--- config.mk ---
export PLATFORM = sky130hd
export DESIGN_NAME = execute_stage
export DESIGN_NICKNAME = d
export VERILOG_FILES = /design/src/hdl/rv_pkg.sv /design/src/hdl/execute_stage.sv
export SDC_FILE = /design/constraint.sdc
export NUM_CORES = 1
export LEC_CHECK = 0
export ABC_AREA = 1
export BUFFER_PORTS_ARGS = -buffer_cell sky130_fd_sc_hd__buf_2
export CELL_PAD_IN_SITES_DETAIL_PLACEMENT = 1
export CELL_PAD_IN_SITES_GLOBAL_PLACEMENT = 1
export CORE_AREA = 2 2 297 299
export DETAILED_ROUTE_END_ITERATION = 7
export DIE_AREA = 0 0 299 301
export MAX_ROUTING_LAYER = met4
export PLACE_DENSITY_LB_ADDON = 0.1
export SLEW_MARGIN = 30
export SYNTH_ARGS = -nofsm -noshare
export SYNTH_HDL_FRONTEND = slang
export SYNTH_SLANG_ARGS = --single-unit
--- constraint.sdc ---
create_clock -name clk_1hz -period 7.7 [get_ports clk_1hz]
set_clock_uncertainty 0.05 [all_clocks]
set_input_delay 1.155 -clock clk_1hz [delete_from_list [all_inputs] [get_ports clk_1hz]]
set_output_delay 1.155 -clock clk_1hz [all_outputs]
set_load 0.01 [all_outputs]
--- src/hdl/rv_pkg.sv ---
// shared rv64i types and bus structs; memory is one 64-bit word per 8 bytes, doubleword data only
package rv_pkg;

    typedef logic [63:0] xlen_t;     // data word or byte address
    typedef logic [31:0] inst_t;     // one instruction word
    typedef logic [4:0]  reg_idx_t;  // register number x0..x31

    localparam xlen_t RESET_PC = 64'h0;            // first fetch address
    localparam inst_t NOP_INST = 32'h0000_0013;    // addi x0,x0,0

    // major opcodes of the kept instructions
    localparam logic [6:0] OPC_LUI    = 7'b0110111;
    localparam logic [6:0] OPC_AUIPC  = 7'b0010111;
    localparam logic [6:0] OPC_OP     = 7'b0110011;
    localparam logic [6:0] OPC_OP_IMM = 7'b0010011;
    localparam logic [6:0] OPC_LOAD   = 7'b0000011;
    localparam logic [6:0] OPC_STORE  = 7'b0100011;
    localparam logic [6:0] OPC_BRANCH = 7'b1100011;
    localparam logic [6:0] OPC_JAL    = 7'b1101111;

    typedef enum logic [3:0] {
        ALU_ADD,
        ALU_SUB,
        ALU_AND,
        ALU_OR,
        ALU_XOR,
        ALU_SLT,   // signed
        ALU_SLTU,
        ALU_SLL,
        ALU_SRL,
        ALU_SRA,
        ALU_PASS_B // b straight through
    } alu_op_e;

    typedef enum logic [1:0] {
        FETCH_IDLE,
        FETCH_BUSY,  // fetch cycle on the bus, data wanted
        FETCH_DROP   // fetch cycle on the bus, data thrown away after redirect
    } fetch_state_e;

    typedef enum logic {
        LSU_IDLE,
        LSU_BUSY
    } lsu_state_e;

    // wishbone classic request from a master
    typedef struct packed {
        logic  cyc;
        logic  stb;
        logic  we;
        xlen_t adr;
        xlen_t dat;
    } wb_req_t;

    // wishbone classic response from a slave
    typedef struct packed {
        logic  ack;
        xlen_t dat;  // read data, valid with ack
    } wb_rsp_t;

endpackage

--- src/hdl/execute_stage.sv ---
// decode and execute of the rv64i subset; unknown opcodes retire as nops, ld/sd stall until done
`timescale 1ns/1ps

module execute_stage import rv_pkg::*; (
    input  logic     clk_1hz,
    input  logic     reset_n,
    input  inst_t    inst,
    input  xlen_t    inst_pc,
    input  logic     inst_valid,
    output logic     take,
    output logic     redirect,
    output xlen_t    redirect_pc,
    output reg_idx_t rs1,
    output reg_idx_t rs2,
    input  xlen_t    rdata1,
    input  xlen_t    rdata2,
    output reg_idx_t rd,
    output logic     wen,
    output xlen_t    wdata,
    output alu_op_e  alu_op,
    output xlen_t    alu_a,
    output xlen_t    alu_b,
    input  xlen_t    alu_result,
    input  logic     cmp_eq,
    input  logic     cmp_lt,
    output logic     mem_go,
    output logic     mem_we,
    output xlen_t    mem_addr,
    output xlen_t    mem_wdata,
    input  logic     mem_done,
    input  xlen_t    mem_rdata
);

    logic [6:0] opcode;
    logic [2:0] funct3;
    xlen_t      imm_i, imm_s, imm_b, imm_u, imm_j;
    xlen_t      pc_plus4;
    logic       is_mem;     // ld or sd
    logic       br_taken;
    logic       writes_rd;
    logic       issued_q;   // data request already sent for this ld/sd

    // funct3 to alu op, sub only for the register form
    function automatic alu_op_e f3_op(input logic [2:0] f3, input logic alt, input logic is_reg);
        case (f3)
            3'b000:  f3_op = (alt && is_reg) ? ALU_SUB : ALU_ADD;
            3'b001:  f3_op = ALU_SLL;
            3'b010:  f3_op = ALU_SLT;
            3'b011:  f3_op = ALU_SLTU;
            3'b100:  f3_op = ALU_XOR;
            3'b101:  f3_op = alt ? ALU_SRA : ALU_SRL;
            3'b110:  f3_op = ALU_OR;
            default: f3_op = ALU_AND;
        endcase
    endfunction

    assign opcode = inst[6:0];
    assign funct3 = inst[14:12];
    assign rd     = inst[11:7];
    assign rs1    = inst[19:15];
    assign rs2    = inst[24:20];

    assign imm_i = {{52{inst[31]}}, inst[31:20]};
    assign imm_s = {{52{inst[31]}}, inst[31:25], inst[11:7]};
    assign imm_b = {{51{inst[31]}}, inst[31], inst[7], inst[30:25], inst[11:8], 1'b0};
    assign imm_u = {{32{inst[31]}}, inst[31:12], 12'b0};
    assign imm_j = {{43{inst[31]}}, inst[31], inst[19:12], inst[20], inst[30:21], 1'b0};

    assign pc_plus4 = inst_pc + 64'd4;

    always_comb begin
        alu_a  = rdata1;    // register operands unless overridden
        alu_b  = rdata2;
        alu_op = ALU_ADD;
        case (opcode)
            OPC_OP:     alu_op = f3_op(funct3, inst[30], 1'b1);
            OPC_OP_IMM: begin
                alu_b  = imm_i;
                alu_op = f3_op(funct3, inst[30], 1'b0);
            end
            OPC_LOAD:   alu_b = imm_i;          // effective address
            OPC_STORE:  alu_b = imm_s;
            OPC_AUIPC: begin
                alu_a = inst_pc;
                alu_b = imm_u;
            end
            OPC_LUI:    alu_op = ALU_PASS_B;    // wdata takes imm_u directly
            OPC_BRANCH: alu_op = ALU_SUB;       // only the compare flags matter
            default:    ;
        endcase
    end

    always_comb begin
        case (funct3)
            3'b000:  br_taken = cmp_eq;    // beq
            3'b001:  br_taken = !cmp_eq;   // bne
            3'b100:  br_taken = cmp_lt;    // blt
            3'b101:  br_taken = !cmp_lt;   // bge
            default: br_taken = 1'b0;
        endcase
    end

    assign is_mem = (opcode == OPC_LOAD) || (opcode == OPC_STORE);
    assign take   = inst_valid && (!is_mem || mem_done);   // ld/sd wait for the bus

    assign redirect = take && ((opcode == OPC_JAL) || ((opcode == OPC_BRANCH) && br_taken));
    assign redirect_pc = inst_pc + ((opcode == OPC_JAL) ? imm_j : imm_b);

    assign writes_rd = (opcode == OPC_LUI) || (opcode == OPC_AUIPC) || (opcode == OPC_OP)
                    || (opcode == OPC_OP_IMM) || (opcode == OPC_LOAD) || (opcode == OPC_JAL);
    assign wen = take && writes_rd;

    always_comb begin
        case (opcode)
            OPC_LUI:  wdata = imm_u;
            OPC_JAL:  wdata = pc_plus4;    // link address
            OPC_LOAD: wdata = mem_rdata;
            default:  wdata = alu_result;
        endcase
    end

    // one data request per ld/sd
    assign mem_go    = inst_valid && is_mem && !issued_q;
    assign mem_we    = (opcode == OPC_STORE);
    assign mem_addr  = alu_result;
    assign mem_wdata = rdata2;

    always_ff @(posedge clk_1hz or negedge reset_n) begin
        if (!reset_n) issued_q <= 1'b0;
        else if (mem_done) issued_q <= 1'b0;
        else if (mem_go) issued_q <= 1'b1;
    end

    a_target_aligned: assert property (@(posedge clk_1hz) disable iff (!reset_n)
        redirect |-> (redirect_pc[1:0] == 2'b00));

endmodule

==> results of run 1 <==
[layer usage]
metal	wire length (um)	global-route usage, %	up-vias
met5	0	-	-
met4	2030	3.39	0
met3	4310	2.70	80
met2	56500	43.3	484
met1	43600	26.2	8425
li1	-	-	9091
[worst min path at each step]
stage	endpoint	depth (start not counted)
after detailed placement	issued_q$_DFFE_PN0P_	2
after floorplan	issued_q$_DFFE_PN0P_	2
after global routing	issued_q$_DFFE_PN0P_	2
after global placement	issued_q$_DFFE_PN0P_	2
final	issued_q$_DFFE_PN0P_	2
after CTS	issued_q$_DFFE_PN0P_	2
[Yosys cell counts, drive strengths merged, types with 6 or more instances]
library cell	instances	area share (%)
nand3	166	7.2
clkbuf	11	0.34
o21ai	101	4.1
o211ai	20	1.2
nor2	247	8.7
nor3	27	1.4
a21oi	50	2.0
ha	63	6.4
nand2	1142	35
o21bai	6	0.37
inv	453	14
o2111ai	11	0.78
xor2	31	2.2
nand4	76	3.9
buf	184	11
[cell type report]
type	count	area, sq um
sequential	1	25.0
multi-input combinational	1956	9180
antenna	20	50.0
tap	1155	1450
inverter	455	1720
timing repair buffer	774	3910
fill	11654	70200
[power by group through the flow]
stage | Combinational [mW] | Sequential, mW | Clock (mW)
after detailed placement | 1.14 | 0.00541 | 0
after global routing | 1.22 | 0.00541 | 0.000000279
final | 1.10 | 0.00541 | 0.000000323
after CTS | 1.14 | 0.00541 | 0
after global placement | 1.14 | 0.00541 | 0
after floorplan | 0.586 | 0.00540 | 0
[kinds of logic (layout without fill, tap and decap cells)]
| group | count (synthesis) | after routing | synth area share [%] |
|---|---|---|---|
| simple gates | 1664 | 1664 | 56.8 |
| xor+xnor | 33 | 33 | 2.35 |
| fa+ha+maj | 64 | 64 | 6.58 |
| other cells | 0 | 20 | 0 |
| compound gates | 195 | 195 | 8.98 |
| buf+inv | 650 | 1229 | 25.1 |
| flops | 1 | 1 | 0.204 |
[worst max-delay path: stages]
cell and delay, ns:
buf_2 0.10, inv_2 0.12, nand2_1 0.09, nor2_1 0.16, nand2_2 0.41, o21ai_0 0.33, ha_1 0.37, inv_1 0.09
fa_1 0.40, inv_1 0.12, nand2_1 0.06, nand3_1 0.15, nand2_1 0.07, nand2_1 0.12, nand2_1 0.09, nand2_1 0.22
xor2_1 0.35, buf_2 0.20
==> flow_summary.yaml, run 1 <==
power_and_ir_drop:
  p_leak_nw: 9.95
  combPwrFrac_pct: 99.5
  switchingPower_mw: 0.741
  peakVddDrop_uv: 28.0
  p_per_area_mw_per_mm2: 67.8
  p_clk_share_pct: 0
  switching_share_pct: 66.8
  power_frac_seq_pct: 0.5
  p_int_mw: 0.367
  p_total_mw: 1.11
sta:
  setup_viol: 0
  rsz0062_at_grt: "no"
  max_clock_freq_ghz: 0.171
  setup_ws_ns: 1.84
  fin_setup_tns_ns: 0
  worst_slew_pin_slew_ns: 0.996
  worst_hold_slack_ns: 0.483
  fin_crit_ns: 5.86
  timing_hold_violations_final: 0
  min_period_over_period_pct: 76.1
  slew_headroom_pct: 33.6
  drv_slew: 0
logic_synthesis:
  ys_ff_latch: 1
  synthArstFlopShare_pct: 100
  post_synth.cell_area_avg_sq_um: 4.71
  syn_nets: 3029
  ys_types: 42
  netlist_instances: 2607
  yosys_warnings: 0
  synth-edff-count: 0
  synth_area_sq_mm: 0.0123
  seq_area_frac_synth_pct: 0.204
  synth-main-ff-cell: "dfrtp_1"
critical_path:
  rr_endpoint: "issued_q$_DFFE_PN0P_"
  worstSetupStartpointType: "primary input"
  path_class: "primary input to output port"
  timing.rr.start: "issued_q$_DFFE_PN0P_"
  r2r_cells: 2
  arrival_ns: 4.65
  critPathCaptureType: "output port"
  crit_fanout: 27
  startpoint: "inst[4]"
  required_ns: 6.49
  crit_end: "redirect_pc[31]"
  reg2reg_slack_ns: 7.04
placed_design:
  gp_congestion: 0.868
  numPortBuffers: 765
  dp.cells: 4341
  place_area_sq_mm: 0.0163
  dp_hpwl_um: 96900
  dp_worst_setup_slack_ns: 1.67
die:
  fp.dieW_um: 299
  die_area_sq_mm: 0.0900
  rows: 108
  initial_utilization_pct: 14.2
  dieHeight_um: 301
  core_sq_mm: 0.0865
  ioPinCount: 766
drt:
  dr.pass1.iters: 5
  drc: 0
  drt_iter0_markers: 865
  finalWirelength_um: 106000
  wl_per_cell_um: 24.4
  vias: 18080
  antenna_left: 0
  via_per_inst: 4.15
cts:
  hold_buffers: 0
  cts.clk_slew.worst_paths_ns: 0
  post_cts_buffers: 0
  clock_latency_ns: 0
  cts_resized: 0
worst_hold_path:
  hp-class: "flop to flop"
  worstHoldStart: "issued_q$_DFFE_PN0P_"
finish:
  area_growth_pct: 32.9
  final_util_pct: 18.9
  largest_reg_flops: 1
  final_nets: 3610
  layout-drive-gt1-share_pct: 26.5
  fin_area_sq_mm: 0.0163
  regMostFlops: "issued_q"
  largest_registers: "issued_q x1"
  most-common-layout-cells: "nand2_1 (1126), buf_2 (765), inv_1 (442), nor2_1 (223), nand3_1 (158)"
  layout.cells.non_filler: 4361
  layout_commonest_cell: "nand2_1"
job:
  drv_cap: 0
status:
  status: "completed"
grt:
  grt_max_degree: 65
  grt.total_usage_pct: 22.9
  grt_pass1_wl_um: 142000
  grt_overflow_total: 0
  antenna_found_initial: 44
  grt_pass1_vias: 18091
(Power assumes the default switching activity.)
==> run 2: changes to the inputs <==
- ABC_AREA: 1 -> 0
- CORE_AREA: 2 2 297 299 -> 2 2 296 298
- DIE_AREA: 0 0 299 301 -> 0 0 298 300
- clock period: 7.7 -> 6.1 ns (I/O delays scaled with it)
==> run 2 against run 1 <==
  * Die area is 0.67% lower
  * Critical path depth increased by 4
  * Synthesized cell count is 49% lower
  * Combinational power rose by 19%
  * Worst hold slack lost 0.032 ns
  * Sequential cell count unchanged
  * Area after synthesis shrank 25%
==> flow_summary.yaml, run 2 <==
critical_path:
  arrival_ns: 4.74
  startpoint: "inst[1]"
  worstSetupStartpointType: "primary input"
  crit_family: "simple AND/OR/NAND/NOR gates"
  required_ns: 5.13
  critPathCaptureType: "output port"
  slowest_stage: "nor2_2"
  r2r_cells: 2
  crit_fanout: 6
  cp.depth: 22
  rr_endpoint: "issued_q$_DFFE_PN0P_"
  critical_path.cell_chain: "buf_2 > nand2_1 > inv_1 > nand4_1 > buf_4 > buf_4 > nand2_1 > nand2_1 > ha_1 > inv_1 > fa_1 > nand2b_1 > a21oi_1 > buf_4 > o211ai_1 > o211ai_2 > nor3b_2 > a311oi_1 > nor2_2 > a21oi_1 > xnor2_1 > buf_2"
  crit_buf_inv: 7
  path_class: "primary input to output port"
  slowest_delay_ns: 0.43
  timing.rr.start: "issued_q$_DFFE_PN0P_"
  reg2reg_slack_ns: 5.39
  crit_end: "redirect_pc[53]"
drt:
  vias: 12607
  wl_met1_um: 31100
  top_layer_used: "met4"
  wl_per_cell_um: 26.1
  dr.pass1.iters: 7
  via_per_inst: 4.09
  finalWirelength_um: 80600
  drt_iter0_markers: 615
  route.met3.wl_um: 5560
  drc: 0
  wl_met2_um: 41600
  antenna_left: 0
status:
  status: "completed"
logic_synthesis:
  synth-main-ff-cell: "dfrtp_1"
  yosys_warnings: 0
  post_synth.cell_area_avg_sq_um: 6.88
  synth_area_leaders: "buf_4 (12%), ha_1 (8.6%), mux2_2 (7.9%)"
  syn_nets: 1757
  ys_types: 79
  seq_area_frac_synth_pct: 0.273
  synth_most_common_cell: "buf_4"
  synth_area_sq_mm: 0.00918
  yosys-top-cells-count: "buf_4 (145), nor2_1 (139), nand2_1 (122)"
  synth-edff-count: 0
  synth_top_area_cell: "buf_4"
  netlist.area_leader.share_pct: 11.9
  synthArstFlopShare_pct: 100
  netlist_instances: 1335
  ys_ff_latch: 1
power_and_ir_drop:
  p_leak_nw: 6.57
  p_per_area_mw_per_mm2: 97.8
  peakVddDrop_uv: 27.3
sta:
  worst_hold_slack_ns: 0.451
  worst_slew_pin_slew_ns: 0.968
  timing_hold_violations_final: 0
  rsz0062_at_grt: "no"
  max_clock_freq_ghz: 0.175
  drv_slew: 0
  setup_ws_ns: 0.394
  slew_headroom_pct: 35.5
  fin_crit_ns: 5.71
  min_period_over_period_pct: 93.5
  setup_viol: 0
grt:
  grt_overflow_total: 0
  grt_pass1_wl_um: 108000
  grt_pass1_vias: 13189
  grt_max_degree: 84
  grt.total_usage_pct: 17.4
  antenna_found_initial: 15
die:
  die_area_sq_mm: 0.0894
  initial_utilization_pct: 10.6
  rows: 108
  fp.dieW_um: 298
  core_sq_mm: 0.0862
  ioPinCount: 766
  dieHeight_um: 300
finish:
  most-common-layout-cells: "buf_2 (765), nor2_1 (137), nand2_1 (122), a21oi_1 (109), xnor2_1 (79)"
  largest_registers: "issued_q x1"
  area_growth_pct: 46.3
  final_nets: 2339
  layout-drive-gt1-share_pct: 48.3
  fillers: 10705
  regArea_sq_um: 25.0
  layout_commonest_cell: "buf_2"
  layout.cells.non_filler: 3084
  fin_area_sq_mm: 0.0134
  multi_input_area_sq_mm: 0.00760
  largest_reg_flops: 1
  final_util_pct: 15.6
  regMostFlops: "issued_q"
cts:
  clock_latency_ns: 0
  cts.clk_slew.worst_paths_ns: 0
  hold_buffers: 0
placed_design:
  dp_hpwl_um: 71400
  gp_congestion: 0.873
  dp_worst_setup_slack_ns: -0.127
  numPortBuffers: 765
  dp.cells: 3068
  place_area_sq_mm: 0.0134
worst_hold_path:
  hp-class: "flop to flop"
job:
  drv_cap: 0
run 2: metrics by stage:
step                TNS (ns)  power [mW]
finish                     0        1.31
global route               0        1.43
CTS                        0        1.35
detailed placement    -0.321        1.34
global placement     -0.0842        1.35
floorplan                  0       0.697
run 2: final cells by class:
| cell class | instances | area share, % |
|---|---|---|
| diodes | 14 | 0.261 |
| well taps | 1155 | 10.8 |
| inverters | 33 | 0.923 |
| repair buffers | 810 | 31.2 |
| flip-flops and latches | 1 | 0.186 |
| multi-input cells | 1071 | 56.6 |
run 2: worst register-to-register path: stages (launching register included):
cell and delay, ns:
dfrtp_1 0.36, a21oi_1 0.13, nor2_1 0.06
run 2: worst min path at each step:
stage                              start              endpoint  depth (start not counted)
floorplan           issued_q$_DFFE_PN0P_  issued_q$_DFFE_PN0P_                          2
global placement    issued_q$_DFFE_PN0P_  issued_q$_DFFE_PN0P_                          2
detailed placement  issued_q$_DFFE_PN0P_  issued_q$_DFFE_PN0P_                          2
CTS                 issued_q$_DFFE_PN0P_  issued_q$_DFFE_PN0P_                          2
global route        issued_q$_DFFE_PN0P_  issued_q$_DFFE_PN0P_                          2
finish              issued_q$_DFFE_PN0P_  issued_q$_DFFE_PN0P_                          2
run 2: kinds of logic (layout without fill, tap and decap cells):
family                     count (synthesis)  count (layout)  share of synthesized area (%)
AOI/OAI and AO/OA                        396             396                           31.3
xor gates and xnor gates                 121             121                           11.5
adders and majority gates                 64              64                           8.81
buffers and inverters                    263             843                           17.5
DFF                                        1               1                          0.273
muxes                                     67              67                           8.18
other                                      0              14                              0
and+or+nand+nor                          423             423                           22.4
run 2: metal layers:
metal	global-route usage (%)	vias to the layer above
met5	-	-
met4	4.63	0
met3	4.09	63
met2	31.7	511
met1	18.9	6100
li1	-	5933
run 2: what timing repair did:
action	in CTS	in global routing
buffers inserted	2	0
resized for setup	0	0
endpoints found under the setup margin	5	0
run 2: power by group:
| part | switching, mW | internal (mW) | total, mW | leakage (nW) |
|---|---|---|---|---|
| Combinational | 0.811 | 0.495 | 1.31 | 6.55 |
| Sequential | 0.0000239 | 0.00680 | 0.00682 | 0.0139 |
| Clock | 0 | 0.000000267 | 0.000000267 | 0.0000827 |
==> run 3: changes to the inputs <==
- CELL_PAD_IN_SITES_DETAIL_PLACEMENT: 1 -> unset
- CELL_PAD_IN_SITES_GLOBAL_PLACEMENT: 1 -> unset
- CORE_AREA: 2 2 296 298 -> 2 2 301 303
- DIE_AREA: 0 0 298 300 -> 0 0 303 305
- PLACE_DENSITY_LB_ADDON: 0.1 -> unset
==> run 3 against run 2 <==
  * Worst hold slack improved by 0.0063 ns
  * Sequential share of layout area barely moved
  * Sequential cell count is the same
  * Largest power group unchanged
  * The run now ends with design-rule violations left
  * Largest cell class unchanged
==> flow_summary.yaml, run 3 (same netlist as run 2, synthesis figures left out) <==
grt:
  grt_pass1_vias: 12287
  grt_pass1_wl_um: 116000
  grt_max_degree: 84
  antenna_found_initial: 35
  grt.total_usage_pct: 19.1
  grt_overflow_total: 0
drt:
  finalWirelength_um: 91700
  dr.pass1.iters: 8
  via_per_inst: 4.26
  drc: 108
  vias: 13255
  wl_per_cell_um: 29.5
  antenna_left: 0
  drt_iter0_markers: 1195
sta:
  drv_slew: 0
  timing_hold_violations_final: 0
  fin_setup_tns_ns: 0
  max_clock_freq_ghz: 0.170
  fin_crit_ns: 5.87
  rsz0062_at_grt: "no"
  worst_hold_slack_ns: 0.457
  min_period_over_period_pct: 96.3
  setup_viol: 0
  worst_slew_pin_slew_ns: 0.877
  slew_headroom_pct: 40.7
placed_design:
  numPortBuffers: 765
  gp_congestion: 0.971
  dp.cells: 3088
  dp_hpwl_um: 81500
critical_path:
  reg2reg_slack_ns: 5.38
  crit_fanout: 7
  required_ns: 5.13
  critPathCaptureType: "output port"
  startpoint: "inst[4]"
  path_class: "primary input to output port"
  arrival_ns: 4.91
  timing.rr.start: "issued_q$_DFFE_PN0P_"
  rr_endpoint: "issued_q$_DFFE_PN0P_"
  r2r_cells: 2
  worstSetupStartpointType: "primary input"
  crit_end: "redirect_pc[61]"
finish:
  layout-drive-gt1-share_pct: 48.3
  final_util_pct: 15.1
  regMostFlops: "issued_q"
  most-common-layout-cells: "buf_2 (765), nor2_1 (137), nand2_1 (122), a21oi_1 (108), xnor2_1 (79)"
  largest_registers: "issued_q x1"
  layout_commonest_cell: "buf_2"
  area_growth_pct: 46.6
  final_nets: 2339
  largest_reg_flops: 1
  layout.cells.non_filler: 3108
status:
  violations: "design-rule violations"
  status: "complete, but fails checks"
job:
  drv_cap: 0
die:
  initial_utilization_pct: 10.3
  die_area_sq_mm: 0.0924
  ioPinCount: 766
  fp.dieW_um: 303
  core_sq_mm: 0.0893
  dieHeight_um: 305
  rows: 110
cts:
  clock_latency_ns: 0
  hold_buffers: 0
  cts_resized: 0
  cts.clk_slew.worst_paths_ns: 0
  post_cts_buffers: 0
power_and_ir_drop:
  p_leak_nw: 6.56
  peakVddDrop_uv: 51.8
  p_per_area_mw_per_mm2: 101
worst_hold_path:
  hp-class: "flop to flop"
## run 3: critical path, stage by stage
cell      delay [ns]
buf_2           0.15
nor2_1          0.20
and4_4          0.33
nand2_1         0.07
nand2_1         0.07
ha_1            0.19
inv_1           0.07
fa_1            0.40
nand2b_1        0.19
a21oi_1         0.37
o211ai_1        0.19
o211ai_2        0.12
nor3b_2         0.45
a311oi_1        0.23
nor2_2          0.12
buf_4           0.19
a41oi_2         0.14
xnor2_1         0.29
buf_2           0.22
## run 3: how the worst min path moves through the flow
| stage | slack [ns] | from | cells after the start | to |
|---|---|---|---|---|
| 3_3_place_gp | 0.44 | issued_q$_DFFE_PN0P_ | 2 | issued_q$_DFFE_PN0P_ |
| 4_1_cts | 0.44 | issued_q$_DFFE_PN0P_ | 2 | issued_q$_DFFE_PN0P_ |
| 2_1_floorplan | 0.41 | issued_q$_DFFE_PN0P_ | 2 | issued_q$_DFFE_PN0P_ |
| 3_5_place_dp | 0.44 | issued_q$_DFFE_PN0P_ | 2 | issued_q$_DFFE_PN0P_ |
| 5_1_grt | 0.50 | issued_q$_DFFE_PN0P_ | 2 | issued_q$_DFFE_PN0P_ |
| 6_report | 0.46 | issued_q$_DFFE_PN0P_ | 2 | issued_q$_DFFE_PN0P_ |
## run 3: cell type report
class | instances | area (sq um)
inverter | 33 | 124
fill | 10436 | 75900
tap | 1176 | 1470
antenna | 17 | 42.5
multi-input combinational | 1071 | 7600
sequential | 1 | 25.0
timing repair buffer | 810 | 4200
## run 3: routing by layer
| metal | part of all wire [%] | up-vias | global-route usage [%] |
|---|---|---|---|
| met2 | 48 | 808 | 32.5 |
| met1 | 41 | 6403 | 23.2 |
| met3 | 8.1 | 102 | 3.96 |
| met4 | 2.6 | 0 | 3.54 |
| met5 | 0 | - | - |
| li1 | - | 5942 | - |
## run 3: metrics by stage
step           worst slack (ns)  power (mW)  cell area [sq um]
2_1_floorplan             0.738       0.697               9180
5_1_grt                 0.00620        1.46              13400
3_5_place_dp             0.0410        1.38              13400
6_report                  0.226        1.36              13500
4_1_cts                  0.0197        1.38              13400
3_3_place_gp             0.0665        1.38              13400
## run 3: power by group
part | switching [mW] | internal (mW) | total (mW) | leakage, nW
Sequential | 0.0000267 | 0.00680 | 0.00683 | 0.0139
Combinational | 0.860 | 0.496 | 1.36 | 6.55
Clock | 0 | 0.000000334 | 0.000000334 | 0.000105
