--- src/hdl/rv_pkg.sv ---
// shared rv64i types and bus structs; memory is one 64-bit word per 8 bytes, doubleword data only
package rv_pkg;

    typedef logic [63:0] xlen_t;     // data word or byte address
    typedef logic [31:0] inst_t;     // one instruction word
    typedef logic [4:0]  reg_idx_t;  // register number x0..x31

    localparam xlen_t RESET_PC = 64'h0;            // first fetch address
    localparam inst_t NOP_INST = 32'h0000_0013;    // addi x0,x0,0

    // major opcodes of the kept instructions
    localparam logic [6:0] OPC_LUI    = 7'b0110111;
    localparam logic [6:0] OPC_AUIPC  = 7'b0010111;
    localparam logic [6:0] OPC_OP     = 7'b0110011;
    localparam logic [6:0] OPC_OP_IMM = 7'b0010011;
    localparam logic [6:0] OPC_LOAD   = 7'b0000011;
    localparam logic [6:0] OPC_STORE  = 7'b0100011;
    localparam logic [6:0] OPC_BRANCH = 7'b1100011;
    localparam logic [6:0] OPC_JAL    = 7'b1101111;

    typedef enum logic [3:0] {
        ALU_ADD,
        ALU_SUB,
        ALU_AND,
        ALU_OR,
        ALU_XOR,
        ALU_SLT,   // signed
        ALU_SLTU,
        ALU_SLL,
        ALU_SRL,
        ALU_SRA,
        ALU_PASS_B // b straight through
    } alu_op_e;

    typedef enum logic [1:0] {
        FETCH_IDLE,
        FETCH_BUSY,  // fetch cycle on the bus, data wanted
        FETCH_DROP   // fetch cycle on the bus, data thrown away after redirect
    } fetch_state_e;

    typedef enum logic {
        LSU_IDLE,
        LSU_BUSY
    } lsu_state_e;

    // wishbone classic request from a master
    typedef struct packed {
        logic  cyc;
        logic  stb;
        logic  we;
        xlen_t adr;
        xlen_t dat;
    } wb_req_t;

    // wishbone classic response from a slave
    typedef struct packed {
        logic  ack;
        xlen_t dat;  // read data, valid with ack
    } wb_rsp_t;

endpackage

--- src/hdl/fetch_unit.sv ---
// fetch with one instruction slot and one cycle ahead; a fetch that finds the slot busy is refetched
`timescale 1ns/1ps

module fetch_unit import rv_pkg::*; (
    input  logic    clk_1hz,
    input  logic    reset_n,
    output wb_req_t fetch_req,
    input  wb_rsp_t fetch_rsp,
    output inst_t   inst,
    output xlen_t   inst_pc,
    output logic    inst_valid,
    input  logic    take,
    input  logic    redirect,
    input  xlen_t   redirect_pc
);

    fetch_state_e state_q;
    xlen_t        pc_q;      // address of the next instruction to accept
    xlen_t        adr_q;     // address of the cycle on the bus
    inst_t        inst_q;    // instruction register
    xlen_t        inst_pc_q;
    logic         valid_q;
    logic         slot_free; // slot empty or emptied this cycle
    inst_t        word;      // 32-bit half picked from the memory word

    assign slot_free = !valid_q || take;
    assign word      = adr_q[2] ? fetch_rsp.dat[63:32] : fetch_rsp.dat[31:0];

    assign fetch_req.cyc = (state_q != FETCH_IDLE);
    assign fetch_req.stb = (state_q != FETCH_IDLE);
    assign fetch_req.we  = 1'b0;          // read only
    assign fetch_req.adr = adr_q;
    assign fetch_req.dat = '0;

    assign inst       = inst_q;
    assign inst_pc    = inst_pc_q;
    assign inst_valid = valid_q;

    always_ff @(posedge clk_1hz or negedge reset_n) begin
        if (!reset_n) begin
            state_q   <= FETCH_IDLE;
            pc_q      <= RESET_PC;
            adr_q     <= RESET_PC;
            inst_q    <= NOP_INST;
            inst_pc_q <= RESET_PC;
            valid_q   <= 1'b0;
        end else begin
            if (take) valid_q <= 1'b0;   // consumed unless reloaded below
            case (state_q)
                FETCH_IDLE: begin
                    if (redirect) begin
                        pc_q    <= redirect_pc;
                        adr_q   <= redirect_pc;
                        state_q <= FETCH_BUSY;
                    end else if (slot_free) begin
                        adr_q   <= pc_q;     // retry or continue at pc
                        state_q <= FETCH_BUSY;
                    end
                end
                FETCH_BUSY: begin
                    if (redirect) begin
                        pc_q <= redirect_pc;
                        if (fetch_rsp.ack) adr_q <= redirect_pc;   // restart at once
                        else state_q <= FETCH_DROP;               // wait out the old cycle
                    end else if (fetch_rsp.ack) begin
                        if (slot_free) begin
                            inst_q    <= word;
                            inst_pc_q <= adr_q;
                            valid_q   <= 1'b1;
                            pc_q      <= adr_q + 64'd4;
                            adr_q     <= adr_q + 64'd4;   // back to back prefetch
                        end else begin
                            state_q <= FETCH_IDLE;       // slot full, refetch same pc
                        end
                    end
                end
                default: begin   // FETCH_DROP
                    if (redirect) pc_q <= redirect_pc;
                    if (fetch_rsp.ack) begin
                        adr_q   <= redirect ? redirect_pc : pc_q;
                        state_q <= FETCH_BUSY;
                    end
                end
            endcase
            if (redirect) valid_q <= 1'b0;   // flush the instruction behind the jump
        end
    end

    a_adr_stable: assert property (@(posedge clk_1hz) disable iff (!reset_n)
        (fetch_req.cyc && !fetch_rsp.ack) |=> (fetch_req.cyc && $stable(fetch_req.adr)));

endmodule

--- config.mk ---
export PLATFORM = sky130hd
export DESIGN_NAME = fetch_unit
export DESIGN_NICKNAME = d
export VERILOG_FILES = /design/src/hdl/rv_pkg.sv /design/src/hdl/fetch_unit.sv
export SDC_FILE = /design/constraint.sdc
export NUM_CORES = 1
export LEC_CHECK = 0
export BUFFER_PORTS_ARGS = -buffer_cell sky130_fd_sc_hd__buf_4
export CORE_UTILIZATION = 48
export DETAILED_ROUTE_END_ITERATION = 16
export PLACE_DENSITY = 0.86
export REMOVE_ABC_BUFFERS = 1
export SLEW_MARGIN = 15
export SYNTH_ARGS = -nofsm -noshare
export SYNTH_HDL_FRONTEND = slang
export SYNTH_SLANG_ARGS = --single-unit
export TNS_END_PERCENT = 50
--- constraint.sdc ---
create_clock -name clk_1hz -period 3.01 [get_ports clk_1hz]
set_input_delay 0.301 -clock clk_1hz [delete_from_list [all_inputs] [get_ports clk_1hz]]
set_output_delay 0.301 -clock clk_1hz [all_outputs]
set_load 0.1 [all_outputs]
==> metrics.txt, run 1 <==
synthesized flop and latch total=between 200 and 250; post-route fraction of the period consumed by the critical path=0.955; area share of the leading cell type in the synthesized netlist=0.452; launch point of the worst reg-to-reg path=adr_q[22]; Required @ worst endpoint=3450 ps; post-CTS sizing=0; via count=12200; final routed wire length divided by cell count=19.3 um; Die Span Y=about 160 um; commonest cells in the synthesized netlist=sky130_fd_sc_hd__nand2_1, sky130_fd_sc_hd__dfrtp_1, sky130_fd_sc_hd__o21ai_0, sky130_fd_sc_hd__a21oi_1, sky130_fd_sc_hd__clkbuf_1; Cell Pwr Density=985 nW/um^2; final setup skew=about 31 ps; most used cell along the critical path=sky130_fd_sc_hd__or4_4; number of buffers added on ports=between 200 and 300; Finish-stage setup viols=0; delay of the slowest critical-path stage=630 ps; number of hold buffers added after CTS=3; # Post-CTS Setup Buffers=0; share of synthesized area occupied by flip-flops and latches=0.458; Critical-path top delay cell=sky130_fd_sc_hd__or4_4; start point of the critical path=adr_q[22]; arrival time at the worst endpoint=3320 ps; clock sink count=227; DRC violation count after routing=0; total CTS buffers=26; maximum fanout along the worst path=10; root cell of the clock tree=sky130_fd_sc_hd__clkbuf_16; commonest register cell after synthesis=sky130_fd_sc_hd__dfrtp_1; number of global-route vias before repair=11800; list of cells traversed by the critical path=nand4_1, or4_1, or4_4, or4_4, a21o_1, a22o_1; Core Region=25300 sq um; hold path start=redirect_pc[59]; number of DRC violations after detailed-routing iteration 0=1607; Die Area=26500 sq um; worst min-delay path class=input port to flop; Reg2Reg Setup Slack=130 ps; final worst-path setup slack=between 100 and 150 ps; Pwr Total=15600 uW; Final GP Congestion=0.951; terminus of the critical flop-to-flop path=adr_q[56]; detailed-placement wirelength estimate=about 28 mm; area added between synthesis and finish=27.4%; kind of end point of the critical path=flop; share of final-layout standard cells stronger than drive strength 1=0.245; total negative setup slack=0 ps; Die Span X=~160 um; class of the most critical setup path=flop to flop; vias per cell=5.81; fraction of synthesis flops using an asynchronous set or reset pin=1.00; total non-filler cell area in the finished layout=15800 sq um; antenna violations before repair=1; main area contributors after synthesis=sky130_fd_sc_hd__dfrtp_1, sky130_fd_sc_hd__nand2_1, sky130_fd_sc_hd__o21ai_0, sky130_fd_sc_hd__buf_4, sky130_fd_sc_hd__a21oi_1; Period minus WS final=2880 ps; antenna violation net count after detailed routing=0; static leakage=0.00747 uW; Critical Path End=adr_q[56]; Ports=361; largest net degree at the start of global routing=91; Pre-antenna DRT Iters=6; maximum operating frequency=around 350 MHz; clock transition at the registers of the reported paths=70 ps; total number of placement rows=58; Clock Latency Late Sink=550 ps; VDD IR max=0.000662 V; final count of pins violating max slew=0; Slew headroom=0.435; utilization after layout=0.626; count of cells along the worst register-to-register path=6; crit-path leading delay family=simple AND/OR/NAND/NOR gates; outcome=finished, final reports clean; CP Buf/Inv Count=0; drt total wl=between 40 and 50 mm; Startpoint Class=flop; Hold Violations, Final=0; post-synthesis area per instance=8.47 sq um; CTS H-tree depth=1; count of maximum capacitance violations=0; most common cell in the synthesized netlist=sky130_fd_sc_hd__nand2_1; fill cell instance count of the final layout=about 2100; unrepaired setup endpoints after global routing=no; global route total overflow=0; count of flip-flops with a built-in enable after synthesis=0; global-route usage over all layers=0.300; CP Depth=6; count of warnings emitted by yosys=0; Synth area leader=sky130_fd_sc_hd__dfrtp_1; Longest Clk Path Bufs=3; unique cell type count in the Yosys netlist=70; worst setup slack before clock tree synthesis=~180 ps; first-pass GRT wire length=63.1 mm; initial core utilization=0.492; Synth Instances=1466; Tightest Pin Transition=around 850 ps; total standard cell area after synthesis=12400 sq um; clock tree from TritonCTS=built; area after detailed placement=14900 sq um; fin nets=~1900
-- state kept, by name, summed over array words and instances, names as in the netlist --
register and count:
adr_q 64, inst_pc 64, inst 32, pc_q 64, inst_valid 1, state_q 2
-- layout make-up --
class / instances / area (sq um) / area share
Multi-Input combinational cell: 1109 / 5970 / 0.378
Sequential cell: 227 / 5690 / 0.359
Timing Repair Buffer: 362 / 2800 / 0.177
Clock buffer: 38 / 777 / 0.0491
Tap cell: 330 / 413 / 0.0261
Clock inverter: 10 / 100 / 0.00633
Inverter: 19 / 71.3 / 0.00451
Antenna cell: 1 / 2.50 / 0.000158
-- tightest hold or removal path, delay by kind of cell --
family / cells / cell delay (ps)
buf+inv: 1 / 80
compound gates: 2 / 120
-- cells in the final DEF (no fill, tap or decap), types with 11 or more instances in the layout --
cell and count:
sky130_fd_sc_hd__a21oi_1 97, sky130_fd_sc_hd__dfrtp_1 223, sky130_fd_sc_hd__nand2_1 321, sky130_fd_sc_hd__buf_4 353, sky130_fd_sc_hd__nor4_1 12, sky130_fd_sc_hd__conb_1 65, sky130_fd_sc_hd__nand3_1 31, sky130_fd_sc_hd__a22oi_1 12
sky130_fd_sc_hd__xnor2_1 36, sky130_fd_sc_hd__mux2i_1 40, sky130_fd_sc_hd__and3_1 19, sky130_fd_sc_hd__a211oi_1 11, sky130_fd_sc_hd__inv_1 19, sky130_fd_sc_hd__clkbuf_16 27, sky130_fd_sc_hd__nor2_1 83, sky130_fd_sc_hd__nor3_1 24
sky130_fd_sc_hd__nand4_1 21, sky130_fd_sc_hd__xor2_1 16, sky130_fd_sc_hd__o21ai_0 174
-- cell families after synthesis --
group / count (synthesis) / share of synthesized area
adders and majority gates: 1 / 0.00101
buffers and inverters: 194 / 0.0836
and+or+nand+nor: 567 / 0.204
xor gates and xnor gates: 52 / 0.0367
AOI/OAI and AO/OA: 376 / 0.177
muxes: 48 / 0.0395
DFF: 227 / 0.458
other: 1 / 0.000302
-- how the worst min path moves through the flow --
stage | to | slack (ps) | cells after the start
2_1_floorplan | adr_q[0] | 5 | 0
3_3_place_gp | inst_pc[59] | 380 | 1
3_5_place_dp | inst_pc[45] | 380 | 1
4_1_cts | pc_q[63] | 0.6 | 3
5_1_grt | pc_q[54] | 20 | 3
6_report | pc_q[59] | 4 | 3
-- through the flow --
step                hold WS [ps]  cells
floorplan                   5.41   1355
global placement             377   2044
detailed placement           378   2044
CTS                        0.630   2095
global route                23.4   2096
finish                      4.10   2096
-- power by group --
group | switching (uW) | leakage (uW) | internal [uW] | total, uW
logic | 6260 | 0.00425 | 1620 | 7890
clock network | 1320 | 0.000441 | 1950 | 3270
registers | 641 | 0.00278 | 3790 | 4430
-- per-layer routing --
| layer | GRT usage | wire length [um] | share of wire |
|---|---|---|---|
| met5 | 0 | 0 | 0 |
| met4 | 0.131 | 1730 | 0.043 |
| met3 | 0.0642 | 4230 | 0.10 |
| met2 | 0.494 | 19200 | 0.47 |
| met1 | 0.381 | 15300 | 0.38 |
Power figures use the tool's default switching activity.
==> run 2: changes to the inputs <==
--- a/config.mk
+++ b/config.mk
@@ -7,6 +7,7 @@
 export LEC_CHECK = 0
 export BUFFER_PORTS_ARGS = -buffer_cell sky130_fd_sc_hd__buf_4
 export CORE_UTILIZATION = 48
+export CTS_CLUSTER_SIZE = 8
 export DETAILED_ROUTE_END_ITERATION = 16
 export PLACE_DENSITY = 0.86
 export REMOVE_ABC_BUFFERS = 1
==> constraint.sdc (replaced) <==
create_clock -name clk_1hz -period 3.01 [get_ports clk_1hz]
set_input_delay 0 -clock clk_1hz [delete_from_list [all_inputs] [get_ports clk_1hz]]
set_output_delay 0 -clock clk_1hz [all_outputs]
set_load 0.1 [all_outputs]
==> run 2 against run 1 <==
Non-clock buffer count up 122. Hold slack improved by 71 ps. Critical path depth rose by 2. First-iteration DRC count increased by 10%. Wire length increased by 8.7%. Register-to-register slack worse by 30 ps. Critical path type unchanged. Largest cell class unchanged.
==> metrics.txt, run 2 (synthesized netlist as in run 1, its figures left out) <==
Most Used Layer, Global Route=met2; drt total wl=44.0 mm (+8.7%); class of the most critical setup path=flop to flop; CP Buf/Inv Count=2 (+2); CTS H-tree depth=2 (+1); Finish-stage setup viols=0 (unchanged); Slew headroom=0.413 (-0.0224); Die Span Y=163 um (unchanged); final worst-path setup slack=101 ps (-33.9 ps); Pre-antenna DRT Iters=7 (+1); fill cell instance count of the final layout=1893 (-9.3%); worst min-delay path class=input port to flop; Required @ worst endpoint=3360 ps (-90 ps); global route total overflow=0 (unchanged); antenna violations before repair=2 (+1); launch point of the worst reg-to-reg path=adr_q[11]; terminus of the critical flop-to-flop path=pc_q[49]; vias per cell=5.87 (+1.0%); count of cells along the worst register-to-register path=8 (+2); clock transition at the registers of the reported paths=50 ps (-20 ps); met2 Use GR=0.538 (+0.0447); number of global-route vias before repair=12800 (+8.2%); hold slack final=75.0 ps (+70.9 ps); post-route fraction of the period consumed by the critical path=0.967 (+0.0113); Period minus WS final=2910 ps (+33.9 ps); antenna violation net count after detailed routing=0 (unchanged); post-route non-filler standard cell count=2217 (+5.8%); worst setup slack before clock tree synthesis=223 ps (+43.9 ps); Critical-path top delay cell=sky130_fd_sc_hd__or4_1; Ports=361 (unchanged); kind of end point of the critical path=flop; area added between synthesis and finish=38.0%; hold path endpoint=state_q[0]; crit-path leading delay family=simple AND/OR/NAND/NOR gates; final setup skew=21.3 ps (-9.52 ps); unrepaired setup endpoints after global routing=no; VDD IR max=0.000679 V (+2.5%); total CTS buffers=34 (+31%); maximum fanout along the worst path=7 (-3); hold path start=redirect; first-pass GRT wire length=67.8 mm (+7.6%); outcome=finished, final reports clean; DRC violation count after routing=0 (unchanged); GRT met1 Usage=0.398 (+0.0176); Tightest Pin Transition=878 ps (+30.8 ps); met3 layer usage reported by global route=0.0680 (+0.00382); Hold Violations, Final=0 (unchanged); delay of the slowest critical-path stage=760 ps (+130 ps); area of combinational cells with multiple inputs=5970 sq um (unchanged); initial core utilization=0.492 (unchanged); count of maximum capacitance violations=0 (unchanged); total number of placement rows=58 (unchanged); final count of pins violating max slew=0 (unchanged); Die Span X=163 um (unchanged); final routed wire length divided by cell count=19.8 um (+2.8%); Reg2Reg Setup Slack=100 ps (-30 ps); number of buffers added on ports=295 (unchanged); maximum operating frequency=344 MHz (-1.2%); Final GP Congestion=0.920 (-3.3%); Clock Latency Late Sink=500 ps (-50 ps); Cell Pwr Density=940 nW/um^2 (-4.6%); root cell of the clock tree=sky130_fd_sc_hd__clkbuf_16; static leakage=0.00800 uW (+7.0%); largest net degree at the start of global routing=103 (+13%); area after detailed placement=14900 sq um (-0.22%); number of cells in the design after placement=2038 (-0.29%); Die Area=26500 sq um (unchanged); arrival time at the worst endpoint=3260 ps (-60 ps); clock tree from TritonCTS=built; global-route usage over all layers=0.326 (+0.0254); clock sink count=227 (unchanged); most frequent standard cell in the layout excluding fill and tap cells=sky130_fd_sc_hd__buf_4; number of DRC violations after detailed-routing iteration 0=1767 (+10%); fin nets=2009 (+6.9%); share of final-layout standard cells stronger than drive strength 1=0.223 (-0.0219); detailed-placement wirelength estimate=27.5 mm (-0.89%); Hold Path Depth=4 (+1); total non-filler cell area in the finished layout=17100 sq um (+8.4%); via count=13000 (+6.8%); Longest Clk Path Bufs=3 (unchanged); # Post-CTS Setup Buffers=0 (unchanged); most used cell along the critical path=sky130_fd_sc_hd__buf_4; CP Depth=8 (+2); Startpoint Class=flop; commonest cells after routing, fill and taps aside=sky130_fd_sc_hd__buf_4, sky130_fd_sc_hd__nand2_1, sky130_fd_sc_hd__dfrtp_1; list of cells traversed by the critical path=nand4_1, or4_1, buf_4, nor4_2, buf_4, nand3_1, xor2_1, a222oi_1; area of all sequential standard cells=5690 sq um (unchanged); Pwr Total=16100 uW (+3.4%); Core Region=25300 sq um (unchanged)
==> run 2: cell count changes in the layout (fill, tap and decap cells not counted), moves of 4 or more <==
cell,change
sky130_fd_sc_hd__dlygate4sd3_1,+128
sky130_fd_sc_hd__clkbuf_16,+8
sky130_fd_sc_hd__clkinv_2,-8
sky130_fd_sc_hd__buf_4,-7
sky130_fd_sc_hd__clkbuf_8,-6
sky130_fd_sc_hd__clkbuf_1,+4
==> run 2: layout make-up <==
class	instances	area share
Antenna cell	2	0.000292
Multi-Input combinational cell	1109	0.348
Clock buffer	44	0.0531
Timing Repair Buffer	484	0.236
Inverter	19	0.00416
Tap cell	330	0.0241
Sequential cell	227	0.332
Clock inverter	2	0.00226
==> run 2: per-layer routing <==
layer	wire [um]	share of wire	vias up
met2	21000	0.48	882
met1	16300	0.37	6180
met4	2210	0.050	0
met5	0	0	-
li1	-	-	5775
met3	4450	0.10	181
==> run 2: worst max-delay path by stage <==
stage | from | endpoint
after CTS | adr_q[11] | adr_q[55]
after floorplan | state_q[1] | adr_q[48]
after global routing | adr_q[11] | pc_q[49]
after detailed placement | adr_q[11] | adr_q[56]
after global placement | adr_q[11] | adr_q[56]
final | adr_q[11] | pc_q[49]
==> run 2: metrics by stage <==
| stage | util | setup TNS [ps] |
|---|---|---|
| 6_report | 0.679 | 0 |
| 5_1_grt | 0.679 | 0 |
| 3_5_place_dp | 0.589 | 0 |
| 4_1_cts | 0.678 | 0 |
| 2_1_floorplan | - | -360310 |
| 3_3_place_gp | 0.589 | 0 |
==> run 2: timing repair <==
| item | in CTS | in global routing |
|---|---|---|
| resized for setup | 0 | 0 |
| hold buffers | 131 | 0 |
| hold endpoints to repair | 255 | 0 |
==> run 2: power breakdown <==
part | leakage (uW) | internal, uW | switching, uW
Clock | 0.000461 | 2170 | 1320
Sequential | 0.00278 | 3790 | 705
Combinational | 0.00476 | 1770 | 6350
==> run 2: worst reg2reg max path: stages, from the launching register on <==
cell and delay (ps):
sky130_fd_sc_hd__dfrtp_1 430, sky130_fd_sc_hd__nand4_1 290, sky130_fd_sc_hd__or4_1 760, sky130_fd_sc_hd__buf_4 220, sky130_fd_sc_hd__nor4_2 200, sky130_fd_sc_hd__buf_4 190
sky130_fd_sc_hd__nand3_1 150, sky130_fd_sc_hd__xor2_1 210, sky130_fd_sc_hd__a222oi_1 310
==> run 3: changes to the inputs <==
--- a/config.mk
+++ b/config.mk
@@ -5,12 +5,14 @@
 export SDC_FILE = /design/constraint.sdc
 export NUM_CORES = 1
 export LEC_CHECK = 0
+export ABC_AREA = 1
 export BUFFER_PORTS_ARGS = -buffer_cell sky130_fd_sc_hd__buf_4
-export CORE_UTILIZATION = 48
+export CORE_UTILIZATION = 37
 export CTS_CLUSTER_SIZE = 8
 export DETAILED_ROUTE_END_ITERATION = 16
-export PLACE_DENSITY = 0.86
+export PLACE_DENSITY = 0.7
 export REMOVE_ABC_BUFFERS = 1
+export SKIP_LAST_GASP = 1
 export SLEW_MARGIN = 15
 export SYNTH_ARGS = -nofsm -noshare
 export SYNTH_HDL_FRONTEND = slang
==> run 3 against run 2 <==
Cell count up 19%. Non-clock buffer count fell by 33. Hold slack better by 5.6 ps. Clock skew down 3.1 ps. Wire length is 0.33% higher. Utilization is 17 points lower. Fmax grew 13%. Critical path depth did not move. Highest routed layer unchanged.
==> metrics.txt, run 3 <==
final worst-path setup slack=430 ps (+330 ps); CTS H-tree depth=2 (unchanged); number of global-route vias before repair=12500 (-2.4%); fill cell instance count of the final layout=3243 (+71%); DRC violation count after routing=0 (unchanged); Slew headroom=0.461 (+0.0484); antenna diode count=0 (-2); count of warnings emitted by yosys=0 (unchanged); unrepaired setup endpoints after global routing=no; antenna violation net count after detailed routing=0 (unchanged); final setup skew=18.2 ps (-3.13 ps); synthesized flop and latch total=227 (unchanged); clock tree from TritonCTS=built; vias per cell=5.01 (-15%); Finish-stage setup viols=0 (unchanged); crit-path leading delay family=buffers and inverters; global route total overflow=0 (unchanged); worst setup slack before clock tree synthesis=798 ps (+575 ps); number of buffers added on ports=295 (unchanged); Longest Clk Path Bufs=3 (unchanged); first-pass GRT wire length=69.4 mm (+2.2%); Hold Violations, Final=0 (unchanged); total standard cell area after synthesis=12600 sq um (+1.3%); hold slack final=80.6 ps (+5.65 ps); Tightest Pin Transition=808 ps (-69.4 ps); detailed-placement wirelength estimate=30.5 mm (+11%); root cell of the clock tree=sky130_fd_sc_hd__clkbuf_16; Critical-path top delay cell=sky130_fd_sc_hd__dlygate4sd3_1; Synth area leader=sky130_fd_sc_hd__dfrtp_1; most used cell along the critical path=sky130_fd_sc_hd__nor2_4; unique cell type count in the Yosys netlist=31 (-56%); Die Span X=186 um (+14%); Die Area=34700 sq um (+31%); share of final-layout standard cells stronger than drive strength 1=0.188 (-0.0352); maximum operating frequency=388 MHz (+13%); Period minus WS final=2580 ps (-330 ps); Ports=361 (unchanged); post-synthesis area per instance=7.12 sq um (-16%); class of the most critical setup path=flop to flop; commonest cells after routing, fill and taps aside=sky130_fd_sc_hd__nand2_1, sky130_fd_sc_hd__buf_4, sky130_fd_sc_hd__dfrtp_1; most frequent standard cell in the layout excluding fill and tap cells=sky130_fd_sc_hd__nand2_1; fin nets=2305 (+15%); Synth Instances=1767 (+21%); area of combinational cells with multiple inputs=5890 sq um (-1.4%); arrival time at the worst endpoint=2960 ps (-300 ps); final routed wire length divided by cell count=16.8 um (-15%); Required @ worst endpoint=3390 ps (+30 ps); delay of the slowest critical-path stage=620 ps (-140 ps); CP Buf/Inv Count=4 (+2); share of synthesized area occupied by flip-flops and latches=0.452 (-0.00606); outcome=finished, final reports clean; global-route usage over all layers=0.251 (-0.0744); main area contributors after synthesis=sky130_fd_sc_hd__dfrtp_1, sky130_fd_sc_hd__nand2_1, sky130_fd_sc_hd__nor2_1, sky130_fd_sc_hd__buf_4, sky130_fd_sc_hd__nand3_1; Pre-antenna DRT Iters=6 (-1); count of maximum capacitance violations=0 (unchanged); count of flip-flops with a built-in enable after synthesis=0 (unchanged); Die Span Y=186 um (+14%); utilization after layout=0.513 (-0.166); clock transition at the registers of the reported paths=50 ps (about the same); post-route fraction of the period consumed by the critical path=0.857 (-0.110); area added between synthesis and finish=36.7%; final count of pins violating max slew=0 (unchanged); drt total wl=44.1 mm (+0.33%); post-route non-filler standard cell count=2628 (+19%); total number of placement rows=67 (+16%); fraction of synthesis flops using an asynchronous set or reset pin=1.00 (unchanged); Startpoint Class=flop; number of cells in the design after placement=2451 (+20%); commonest cells in the synthesized netlist=sky130_fd_sc_hd__nand2_1, sky130_fd_sc_hd__dfrtp_1, sky130_fd_sc_hd__nor2_1, sky130_fd_sc_hd__nand3_1, sky130_fd_sc_hd__inv_1; commonest register cell after synthesis=sky130_fd_sc_hd__dfrtp_1; post-CTS sizing=0 (unchanged); Final GP Congestion=0.894 (-2.9%); worst min-delay path class=input port to flop; maximum fanout along the worst path=69 (+62); largest net degree at the start of global routing=98 (-4.9%); most common cell in the synthesized netlist=sky130_fd_sc_hd__nand2_1; initial core utilization=0.375 (-0.116); antenna violations before repair=0 (-2); via count=13200 (+1.1%); list of cells traversed by the critical path=nor2_4, inv_2, nor2_4, inv_2, nor2_4, buf_4, a31oi_1, dlygate4sd3_1; total CTS buffers=34 (unchanged); area share of the leading cell type in the synthesized netlist=0.446 (-0.00597); Clock Latency Late Sink=510 ps (about the same); area of all sequential standard cells=5680 sq um (about the same); clock sink count=227 (unchanged); Core Region=33500 sq um (+33%); number of DRC violations after detailed-routing iteration 0=1071 (-39%); kind of end point of the critical path=flop
==> run 3: cell count changes after synthesis, sizes merged, moves of 27 or more <==
cell,previous run,this run
xnor2,36,0
a21oi,98,49
nand2,322,724
inv,19,94
mux2i,40,1
clkbuf,88,34
o21ai,175,148
nor2,85,192
nand3,31,96
==> run 3: final cells by class <==
class	count	area share
multi-input combinational	1363	0.342
sequential	227	0.331
timing repair buffer	451	0.219
clock buffer	44	0.0541
tap	448	0.0326
inverter	94	0.0207
clock inverter	1	0.000509
==> run 3: final timing paths <==
kind / start / endpoint / slack [ps] / depth (start not counted)
min: take / state_q[1] / 80 / 8
max reg2reg: state_q[1] / inst[27] / 430 / 8
max: state_q[1] / inst[27] / 430 / 8
min reg2reg: inst_pc[6] / inst_pc[6] / 470 / 2
min in group asynchronous: reset_n / inst_pc[36] / 150 / 2
max in group asynchronous: reset_n / inst[4] / 2040 / 3
==> run 3: metal layers <==
layer | global-route usage | share of wire | vias to the layer above
met4 | 0.0877 | 0.031 | 0
met5 | 0 | 0 | -
li1 | - | - | 6291
met2 | 0.404 | 0.46 | 622
met1 | 0.340 | 0.43 | 6153
met3 | 0.0438 | 0.078 | 89
==> run 3: per-stage QoR <==
| step | cell area (sq um) | TNS (ps) |
|---|---|---|
| 4_1_cts | 17200 | 0 |
| 2_1_floorplan | 11900 | -131210 |
| 5_1_grt | 17200 | 0 |
| 3_5_place_dp | 14900 | 0 |
| 6_report | 17200 | 0 |
| 3_3_place_gp | 14900 | 0 |
==> run 3: logic make-up (layout without fill, tap and decap cells) <==
| family | Yosys count | in the layout | share of synthesized area |
|---|---|---|---|
| simple gates | 1041 | 1041 | 0.332 |
| xor+xnor | 14 | 14 | 0.00975 |
| flops | 227 | 227 | 0.452 |
| fa+ha+maj | 1 | 1 | 0.000994 |
| compound gates | 241 | 241 | 0.105 |
| mux | 1 | 1 | 0.000796 |
| buf+inv | 241 | 590 | 0.0997 |
| other cells | 1 | 65 | 0.000298 |
==> run 3: repair_timing <==
action	4_1_cts	5_1_grt
setup endpoints to repair	0	0
hold endpoints to repair	253	0
hold buffers	132	0
buffers inserted	0	0
==> run 3: worst register-to-register path, cell delays in order, from the launching register on <==
cell and delay, ps:
sky130_fd_sc_hd__dfrtp_1 450, sky130_fd_sc_hd__nor2_4 150, sky130_fd_sc_hd__inv_2 60, sky130_fd_sc_hd__nor2_4 90, sky130_fd_sc_hd__inv_2 130, sky130_fd_sc_hd__nor2_4 150
sky130_fd_sc_hd__buf_4 530, sky130_fd_sc_hd__a31oi_1 290, sky130_fd_sc_hd__dlygate4sd3_1 620
Power of run 3 is not shown: default switching activity piles up to over one toggle a cycle in this logic, so the estimate is an artifact.
